### src/logic/capture_cfg_pkg.sv
// Capture buffer sizing: memory depth, beat field widths and the vector types built from them
package capture_cfg_pkg;

    // Address width of the capture memory, which also sets the window length
    localparam int ADDR_W = 6;

    // One capture window fills the whole memory
    localparam int DEPTH = 1 << ADDR_W;

    // Field widths of one stream beat
    localparam int DATA_W = 32;
    localparam int DEST_W = 8;
    localparam int USER_W = 8;

    // Memory address and trigger position, wrapping modulo DEPTH
    typedef logic [ADDR_W-1:0] addr_t;

    // One extra bit so that a count can reach DEPTH itself
    typedef logic [ADDR_W:0] count_t;

    // Payload fields of a beat
    typedef logic [DATA_W-1:0] data_t;
    typedef logic [DEST_W-1:0] dest_t;
    typedef logic [USER_W-1:0] user_t;

endpackage
### src/logic/stream_pkg.sv
// Stream beat layout shared by the input stream, the capture memory and the output stream
package stream_pkg;

    // One beat as it is written to memory and replayed, 48 bits in all.
    // The handshake bits and last travel beside it and are not stored.
    typedef struct packed {
        capture_cfg_pkg::data_t data;
        capture_cfg_pkg::dest_t dest;
        capture_cfg_pkg::user_t user;
    } stream_beat_t;

endpackage

### src/logic/capture_buffer.sv
// Triggered capture buffer top: control FSM plus write, memory and readout datapath
module capture_buffer (
    input  logic                     clock,
    input  logic                     reset,
    input  logic                     enable,
    input  logic                     trigger,
    input  capture_cfg_pkg::addr_t   trigger_point,
    input  stream_pkg::stream_beat_t in_beat,
    input  logic                     in_valid,
    output logic                     in_ready,
    output stream_pkg::stream_beat_t out_beat,
    output logic                     out_valid,
    input  logic                     out_ready,
    output logic                     out_last,
    output logic                     full
);

    logic                     write_open;
    logic                     mark;
    logic                     beat_written;
    logic                     start_readout;
    logic                     readout_done;
    logic                     wr_en;
    capture_cfg_pkg::addr_t   wr_addr;
    stream_pkg::stream_beat_t wr_beat;
    capture_cfg_pkg::addr_t   window_start;
    logic                     rd_en;
    capture_cfg_pkg::addr_t   rd_addr;
    stream_pkg::stream_beat_t rd_beat;

    assign in_ready = write_open;

    capture_control control (
        .clock         (clock),
        .reset         (reset),
        .enable        (enable),
        .trigger       (trigger),
        .trigger_point (trigger_point),
        .beat_written  (beat_written),
        .readout_done  (readout_done),
        .write_open    (write_open),
        .mark          (mark),
        .start_readout (start_readout),
        .full          (full)
    );

    write_pointer writer (
        .clock         (clock),
        .reset         (reset),
        .write_open    (write_open),
        .mark          (mark),
        .trigger_point (trigger_point),
        .in_beat       (in_beat),
        .in_valid      (in_valid),
        .beat_written  (beat_written),
        .wr_en         (wr_en),
        .wr_addr       (wr_addr),
        .wr_beat       (wr_beat),
        .window_start  (window_start)
    );

    capture_memory memory (
        .clock   (clock),
        .wr_en   (wr_en),
        .wr_addr (wr_addr),
        .wr_beat (wr_beat),
        .rd_en   (rd_en),
        .rd_addr (rd_addr),
        .rd_beat (rd_beat)
    );

    readout_stage reader (
        .clock         (clock),
        .reset         (reset),
        .start_readout (start_readout),
        .window_start  (window_start),
        .rd_en         (rd_en),
        .rd_addr       (rd_addr),
        .rd_beat       (rd_beat),
        .out_beat      (out_beat),
        .out_valid     (out_valid),
        .out_ready     (out_ready),
        .out_last      (out_last),
        .readout_done  (readout_done)
    );

endmodule

### src/logic/capture_control.sv
// Capture FSM: arms the input, counts post-trigger beats, declares full and runs the readout
module capture_control (
    input  logic                   clock,
    input  logic                   reset,
    input  logic                   enable,
    input  logic                   trigger,
    input  capture_cfg_pkg::addr_t trigger_point,
    input  logic                   beat_written,
    input  logic                   readout_done,
    output logic                   write_open,
    output logic                   mark,
    output logic                   start_readout,
    output logic                   full
);

    typedef enum logic [1:0] {
        state_armed,
        state_acquiring,
        state_reading
    } state_t;

    state_t                  state;
    capture_cfg_pkg::count_t post_target;
    capture_cfg_pkg::count_t post_count;
    capture_cfg_pkg::count_t target_now;
    capture_cfg_pkg::count_t count_next;

    // Beats still to be taken from the trigger onwards, from 1 up to DEPTH
    assign target_now = capture_cfg_pkg::count_t'(capture_cfg_pkg::DEPTH)
                      - capture_cfg_pkg::count_t'(trigger_point);

    // A trigger only counts while armed and enabled
    assign mark = trigger && enable && (state == state_armed);

    // The input follows enable until the window is frozen
    assign write_open = enable & ~full;

    // The trigger cycle starts a fresh count and includes its own beat
    always_comb begin
        if (state == state_armed) begin
            count_next = capture_cfg_pkg::count_t'(beat_written);
        end else begin
            count_next = post_count + capture_cfg_pkg::count_t'(beat_written);
        end
    end

    always_ff @(posedge clock) begin
        if (reset) begin
            state         <= state_armed;
            post_count    <= '0;
            post_target   <= '0;
            start_readout <= 1'b0;
            full          <= 1'b0;
        end else begin
            start_readout <= 1'b0;
            case (state)
                state_armed: begin
                    if (mark) begin
                        post_target <= target_now;
                        post_count  <= count_next;
                        // With trigger_point at DEPTH-1 the trigger beat alone ends the window
                        if (count_next == target_now) begin
                            state         <= state_reading;
                            full          <= 1'b1;
                            start_readout <= 1'b1;
                        end else begin
                            state <= state_acquiring;
                        end
                    end
                end
                state_acquiring: begin
                    post_count <= count_next;
                    if (count_next == post_target) begin
                        state         <= state_reading;
                        full          <= 1'b1;
                        start_readout <= 1'b1;
                    end
                end
                state_reading: begin
                    if (readout_done) begin
                        state <= state_armed;
                        full  <= 1'b0;
                    end
                end
                default: begin
                    state <= state_armed;
                end
            endcase
        end
    end

endmodule

### src/logic/readout_stage.sv
// Replays a captured window from memory onto the output stream through a two-entry skid buffer
module readout_stage (
    input  logic                     clock,
    input  logic                     reset,
    input  logic                     start_readout,
    input  capture_cfg_pkg::addr_t   window_start,
    output logic                     rd_en,
    output capture_cfg_pkg::addr_t   rd_addr,
    input  stream_pkg::stream_beat_t rd_beat,
    output stream_pkg::stream_beat_t out_beat,
    output logic                     out_valid,
    input  logic                     out_ready,
    output logic                     out_last,
    output logic                     readout_done
);

    // A buffered beat together with its end of window flag
    typedef struct packed {
        stream_pkg::stream_beat_t beat;
        logic                     last;
    } skid_entry_t;

    capture_cfg_pkg::addr_t  rd_ptr;
    capture_cfg_pkg::count_t reads_left;
    logic                    in_flight;
    logic                    in_flight_last;
    logic [1:0]              occupancy;
    logic [1:0]              committed;
    logic                    push;
    logic                    pop;
    skid_entry_t             head;
    skid_entry_t             tail;
    skid_entry_t             incoming;

    assign pop  = out_valid & out_ready;
    assign push = in_flight;

    // Entries that will be taken once this cycle settles, counting the read
    // already in the memory pipeline and the beat leaving now
    assign committed = occupancy + {1'b0, in_flight} - {1'b0, pop};

    // Only issue a read when its beat is sure to find a free entry
    assign rd_en   = (reads_left != '0) && (committed < 2'd2);
    assign rd_addr = rd_ptr;

    // The memory answers one cycle after the read
    assign incoming.beat = rd_beat;
    assign incoming.last = in_flight_last;

    always_ff @(posedge clock) begin
        if (reset) begin
            reads_left     <= '0;
            in_flight      <= 1'b0;
            in_flight_last <= 1'b0;
            occupancy      <= '0;
        end else begin
            in_flight      <= rd_en;
            in_flight_last <= rd_en && (reads_left == capture_cfg_pkg::count_t'(1));
            if (start_readout) begin
                reads_left <= capture_cfg_pkg::count_t'(capture_cfg_pkg::DEPTH);
            end else if (rd_en) begin
                reads_left <= reads_left - 1'b1;
            end
            occupancy <= occupancy + {1'b0, push} - {1'b0, pop};
        end
    end

    // The read address wraps with the ring, just like the write address
    always_ff @(posedge clock) begin
        if (start_readout) begin
            rd_ptr <= window_start;
        end else if (rd_en) begin
            rd_ptr <= rd_ptr + 1'b1;
        end
    end

    // Head drives the output. It only changes on a pop or when it is empty,
    // which keeps the output stable under back-pressure
    always_ff @(posedge clock) begin
        case ({push, pop})
            2'b10: begin
                if (occupancy == 2'd0) begin
                    head <= incoming;
                end else begin
                    tail <= incoming;
                end
            end
            2'b01: begin
                head <= tail;
            end
            2'b11: begin
                if (occupancy == 2'd1) begin
                    head <= incoming;
                end else begin
                    head <= tail;
                    tail <= incoming;
                end
            end
            default: begin
            end
        endcase
    end

    assign out_valid = (occupancy != 2'd0);
    assign out_beat  = head.beat;
    assign out_last  = out_valid & head.last;

    // The window is over once its flagged beat has been taken
    assign readout_done = pop & head.last;

endmodule

### src/logic/write_pointer.sv
// Input side of the capture ring: accepts beats, advances the write address, marks the window
module write_pointer (
    input  logic                     clock,
    input  logic                     reset,
    input  logic                     write_open,
    input  logic                     mark,
    input  capture_cfg_pkg::addr_t   trigger_point,
    input  stream_pkg::stream_beat_t in_beat,
    input  logic                     in_valid,
    output logic                     beat_written,
    output logic                     wr_en,
    output capture_cfg_pkg::addr_t   wr_addr,
    output stream_pkg::stream_beat_t wr_beat,
    output capture_cfg_pkg::addr_t   window_start
);

    capture_cfg_pkg::addr_t write_addr;
    logic                   accept;

    // A beat transfers whenever the input is open and offers data
    assign accept = in_valid & write_open;

    // The write lands on the same edge as the transfer
    assign wr_en   = accept;
    assign wr_addr = write_addr;
    assign wr_beat = in_beat;

    // Control counts this pulse in the same cycle
    assign beat_written = accept;

    // The ring keeps running across captures and only restarts on reset
    always_ff @(posedge clock) begin
        if (reset) begin
            write_addr <= '0;
        end else if (accept) begin
            write_addr <= write_addr + 1'b1;
        end
    end

    // The beat taken in the trigger cycle lands at write_addr, so the window
    // begins trigger_point slots before it (wrapping around the ring)
    always_ff @(posedge clock) begin
        if (mark) begin
            window_start <= write_addr - trigger_point;
        end
    end

endmodule

### src/logic/capture_memory.sv
// Simple dual-port beat memory with one write port and a registered read port
module capture_memory (
    input  logic                     clock,
    input  logic                     wr_en,
    input  capture_cfg_pkg::addr_t   wr_addr,
    input  stream_pkg::stream_beat_t wr_beat,
    input  logic                     rd_en,
    input  capture_cfg_pkg::addr_t   rd_addr,
    output stream_pkg::stream_beat_t rd_beat
);

    // Plain array with separate write and read processes so it maps onto block RAM
    stream_pkg::stream_beat_t mem [capture_cfg_pkg::DEPTH];

    always_ff @(posedge clock) begin
        if (wr_en) begin
            mem[wr_addr] <= wr_beat;
        end
    end

    // The output register only loads on a read, so the last beat read stays
    // available while the consumer is stalled
    always_ff @(posedge clock) begin
        if (rd_en) begin
            rd_beat <= mem[rd_addr];
        end
    end

endmodule

### config.mk
export PLATFORM = sky130hd
export DESIGN_NAME = capture_buffer
export DESIGN_NICKNAME = d
export VERILOG_FILES = /design/src/logic/capture_cfg_pkg.sv /design/src/logic/stream_pkg.sv /design/src/logic/capture_buffer.sv /design/src/logic/capture_control.sv /design/src/logic/readout_stage.sv /design/src/logic/write_pointer.sv /design/src/logic/capture_memory.sv
export SDC_FILE = /design/constraint.sdc
export NUM_CORES = 2
export LEC_CHECK = 0
export BUFFER_PORTS_ARGS = -buffer_cell sky130_fd_sc_hd__buf_2
export CORE_ASPECT_RATIO = 1.2
export CORE_MARGIN = 2
export CORE_UTILIZATION = 45
export DETAILED_ROUTE_END_ITERATION = 16
export PLACE_DENSITY = 0.59
export SLEW_MARGIN = 20
export SYNTH_ARGS = -nofsm -noshare
export SYNTH_HDL_FRONTEND = slang
export SYNTH_SLANG_ARGS = --single-unit
### constraint.sdc
create_clock -name clock -period 15.12 [get_ports clock]
set_clock_uncertainty 0.1 [all_clocks]
set_input_delay 3.024 -clock clock [delete_from_list [all_inputs] [get_ports clock]]
set_output_delay 3.024 -clock clock [all_outputs]
set_load 0.01 [all_outputs]
; After elaboration in Yosys (flattened, before gate mapping)
; Memories as Yosys holds them, arrays and structs flattened. A register that Yosys moved wholly into a read port is not among the register bits.
; Index checks and enable logic that the tools add are counted.
[totals]
ram_bits = 3072
output_inout_bits = 52
input_bits = 60
ff_bits = 145
memories = 1
[op_classes]
bitwise_logic = 6
n_addsub = 8
n_mux = 29
n_reduce_logical = 20
n_eq_ne = 16
magnitude_cmp = 1
[mem_list]
columns = memory, depth, word_bits, read_ports, rd_ports_with_merged_regs, write_ports, line
row1 = memory.mem, 64, 48, 1, 1, 1, capture_memory.sv:13  ; stream_pkg::stream_beat_t mem [capture_cfg_pkg::DEPTH];
[op_table]
columns = cell, n
row1 = $mux 49, 4
row2 = $pmux 49 s3, 1
row3 = $pmux 49 s2, 1
row4 = $mux 7, 4
row5 = $eq 7x7->1, 2
row6 = $pmux 7 s2, 1
row7 = $add 6x1->6 const B, 2
row8 = $mux 6, 2
row9 = $mux 1, 9
row10 = $mux 2, 4
row11 = $ne 2x1->1 const B, 4
row12 = $reduce_bool 2->1, 4
row13 = $add 7x1->7, 1
row14 = $eq 7x1->1 const B, 1
row15 = $reduce_bool 7->1, 1
row16 = $sub 7x1->7 const B, 1
row17 = $sub 7x6->7 const A, 1
row18 = $eq 2x1->1 const B, 3
row19 = $eq 2x2->1 const B, 3
row20 = $ne 2x2->1 const B, 3
row21 = $pmux 2 s3, 1
row22 = $reduce_and 2->1, 3
row23 = $reduce_and 3->1, 2
row24 = $reduce_bool 3->1, 2
row25 = other kinds (12), 20

; Longest topological paths before layout
[depth]
ltp_word = 9
mapped_depth = 12

; By module
; A second synthesis with hierarchy kept.
[hier_totals]
cells_unflattened = 5546
area_unflattened_um2 = 124775.9
[modules_own_cells]
columns = mod, seq_area_each_um2, instances, area_each_um2, cells_each
row1 = capture_memory, 93689.9, 1, 117597.8, 4970
row2 = readout_stage, 3343.2, 1, 4784.6, 293
row3 = capture_control, 360.3, 1, 1361.3, 169
row4 = write_pointer, 300.3, 1, 1032.2, 114

; Worst setup path before layout
; Ideal clock, no wire load.
[synth_path]
path_kind = in2reg
start = in in_valid
end = mem memory.mem[23][0] in the netlist's numbering (enable)
arrival_ps = 8952
stages = 6
path_slack_ps = 5478
required_ps = 14430
setup_time_ps = 590
path_buffers = 2
cell_sequence = and3b_1 -> clkbuf_1 -> and2_1 -> nand3_1 -> clkbuf_1 -> nor4b_1
[synth_between]
elab_chain_cells = 3
[synth_lines]
columns = item, line
row1 = "start, declared", capture_buffer.sv:9  ; input logic in_valid,
row2 = $and 1x1->1, write_pointer.sv:21  ; assign accept = in_valid & write_open;
row3 = via beat_written, capture_buffer.sv:20  ; logic beat_written;
row4 = $mux 1, capture_memory.sv:16  ; if (wr_en) begin
row5 = $mux 1 (not written as such), capture_memory.sv:17  ; mem[wr_addr] <= wr_beat;
row6 = "end, declared", capture_memory.sv:13
; The timed path passes the listed nets, and every way through them passes these cells.

; Final worst setup path
[layout_path]
start = in enable
end = out in_ready
[layout_between]
elab_chain_cells = 1
[layout_lines]
columns = item, line
row1 = "start, declared", capture_buffer.sv:5  ; input logic enable,
row2 = $and 1x1->1, capture_control.sv:36  ; assign write_open = enable & ~full;
row3 = "end, declared", capture_buffer.sv:10  ; output logic in_ready,
; Every way passes these cells.

==> reports/results.ini <==
[run_status]
outcome = finished, final reports clean

[logic_synthesis]
synth_edf_count = 3230
ys_async_sr_fraction_pct = 0
synth_ff_type = edfxtp_1
yosysWarnings = 0
syn_area_um2 = 124300
synth-seq-cells = 3265
synthesis.nets = 5077
ys_seq_area_share_pct = 78.57
synth.distinct_cells = 53
avgSynthCellArea_um2 = 24.89
syn_inst = 4996

[placed_design]
dp_hpwl_um = 187200
place_congestion = 0.7964
io_buffers = 111

[clock_tree]
numCtsBuffers = 327
postCtsSetupRepairBufs = 0
cts_root_buffer = clkbuf_16
clk_pin_slew_ns = 0.06
cts_tree = built
worst_skew_pair.late_latency_ns = 0.88
htree_levels = 5
clock_path_buffers = 4
clock_sinks = 3265
postCtsHoldBufs = 0
cts_resized = 0

[die]
ios = 112
dieArea_um2 = 280600
coreArea_um2 = 275100
rows = 211
start_util_pct = 45.20
die_y_um = 579.8
die_x_um = 483.9

[timing]
fmax_ghz = 0.1533
rsz0062_at_grt = false
setup_viol = 0
finalCritPeriodShare_pct = 43.13
report.final.hold_viol_count = 0
slew_headroom_pct = 24.85
finalSetupTns_ns = 0
finalCriticalPeriod_ns = 6.522
worst_pin_slew_ns = 1.127
drv_slew = 0

[worst_setup_path]
cp_slowest_cell = buf_2
critPathMaxFanout = 4
crit_required_ns = 12.00
path_cells = buf_2 > nor2b_1 > buf_2
end_kind = output port
arrival_ns = 3.40
critPathBufInv = 2
crit_top_cell = buf_2
slowest_delay_ns = 0.14
cpLargestDelayFamily = buffers and inverters
cp-start-kind = input pin
critical_path_class = input pin to output port

[grt]
grt.overflow.total = 0
grt_max_degree = 127
grtUsageTotal_pct = 23.12
grt_pass1_vias = 56600
antenna_found_initial = 38
grt_pass1_wl_um = 454300

[power]
vdd_drop_max_mv = 0.2313
power_density_nw_per_um2 = 184.2
leakage_nw = 43.25

[finish]
final_util_pct = 50.96
nets = 5380
drive_above_1_share_pct = 32.51
area_delta_synth_final_pct = 12.73

[worst_hold_path]
worstHoldPathType = flop to flop

[drt]
drt-vias-per-instance = 6.098
drt_iter0_drc = 7140
vias = 55980
drc = 0
wl_per_cell_um = 35.39
first_pass_iters = 6
antenna_left = 0
wirelength_um = 324900

[flow_run]
cap_violations = 0

-- per-stage QoR --
step | std cells | cell area [um2] | power, mW | worst slack (ns) | hold slack, ns
finish | 9180 | 140200 | 25.82 | 8.598 | 0.3399
global route | 9170 | 140200 | 26.67 | 8.578 | 0.3587
CTS | 9164 | 140100 | 26.13 | 8.601 | 0.3444
detailed placement | 8588 | 129900 | 18.31 | 8.389 | 0.3295
global placement | 8587 | 129900 | 18.31 | 8.384 | 0.3228
floorplan | 4996 | 124300 | 15.35 | 5.478 | 0.3091
-- cell usage after synthesis, types with 5 or more instances --
master / instances / area share [%]
ha_1: 20 / 0.20
mux2_2: 5 / 0.045
inv_1: 23 / 0.069
a21oi_1: 32 / 0.13
o21ai_0: 14 / 0.056
nor2_1: 102 / 0.31
a21o_1: 5 / 0.030
buf_4: 49 / 0.30
clkbuf_1: 152 / 0.46
dfxtp_1: 35 / 0.56
a22o_1: 49 / 0.35
buf_1: 39 / 0.12
nand3_1: 14 / 0.056
nor2b_1: 14 / 0.070
xor2_1: 12 / 0.085
buf_2: 60 / 0.24
xnor2_1: 22 / 0.15
edfxtp_1: 3230 / 78
a211oi_1: 5 / 0.030
mux2i_1: 12 / 0.097
mux4_2: 1001 / 18
nor3_1: 7 / 0.028
nand2_1: 36 / 0.11
-- power by group --
part | internal, mW | switching, mW | total (mW) | leakage [nW]
sequential | 10.4 | 0.188 | 10.6 | 29.4
combinational | 3.18 | 4.20 | 7.37 | 8.84
clock | 4.48 | 3.38 | 7.86 | 4.99
total | 18.1 | 7.76 | 25.8 | 43.2
-- routing by layer --
layer / GRT usage (%) / wire, um / up-vias
met4: 5.159 / 7370 / 6
met2: 38.48 / 163800 / 2330
met3: 4.210 / 25390 / 394
met1: 32.04 / 128300 / 31020
li1: - / - / 22220
met5: 0 / 28 / -
-- cell type report --
type | count | area (um2)
clock buffers | 400 | 8625
inverters | 24 | 90.09
repair buffers | 277 | 1994
well taps | 3621 | 4531
multi-input cells | 1404 | 25670
clock inverters | 176 | 1543
fillers | 21310 | 134900
flip-flops and latches | 3265 | 97690
diodes | 13 | 32.53
-- cells in the final DEF, fill, tap and decap left out, types with 5 or more instances in the layout --
master,n
edfxtp_1,3230
mux4_2,1001
clkbuf_16,333
buf_4,162
buf_2,103
clkinv_1,71
clkbuf_1,63
nor2_4,60
clkinv_2,57
a22o_1,49
nor2_1,42
nand2_1,36
dfxtp_1,35
a21oi_1,31
bufinv_16,25
inv_1,23
xnor2_1,22
ha_1,20
nand3_1,14
nor2b_1,14
diode_2,13
o21ai_0,13
xor2_1,12
mux2i_1,11
inv_6,10
buf_12,9
nor3_1,6
clkinvlp_4,6
mux2_2,5
a211oi_1,5
-- path summary, 6_finish.rpt --
path	end	slack (ns)	from	cells past startpoint
setup / recovery	in_ready	8.60	enable	3
hold / removal	reader.tail[0]$_DFFE_PP_	0.34	reader.in_flight_last$_SDFF_PP0_	0
setup reg to reg	memory.rd_beat[3]$_DFFE_PP_	9.62	reader.rd_addr[0]$_DFFE_PP_	7
hold reg to reg	reader.tail[0]$_DFFE_PP_	0.34	reader.in_flight_last$_SDFF_PP0_	0
-- kinds of logic (layout without fill, tap and decap cells) --
group / count (synthesis) / in the layout / synth area share [%]
XOR/XNOR: 35 / 35 / 0.2576
adder cells (fa/ha/maj): 21 / 21 / 0.2173
buffers and inverters: 327 / 877 / 1.214
AND/OR/NAND/NOR: 212 / 212 / 0.7919
other: 0 / 13 / 0
AO/OA/AOI/OAI: 118 / 118 / 0.6802
flip-flops: 3265 / 3265 / 78.57
multiplexers: 1018 / 1018 / 18.27
-- flip-flops by register name, summed over array words and instances, names as in the netlist, 7 cells and up --
signal / cells
control.post_count: 7
control.post_target: 7
memory.mem: 3072
memory.rd_beat: 48
reader.out_beat: 48
reader.reads_left: 7
reader.tail: 49
Note: power is estimated with default switching activity, not from simulation.
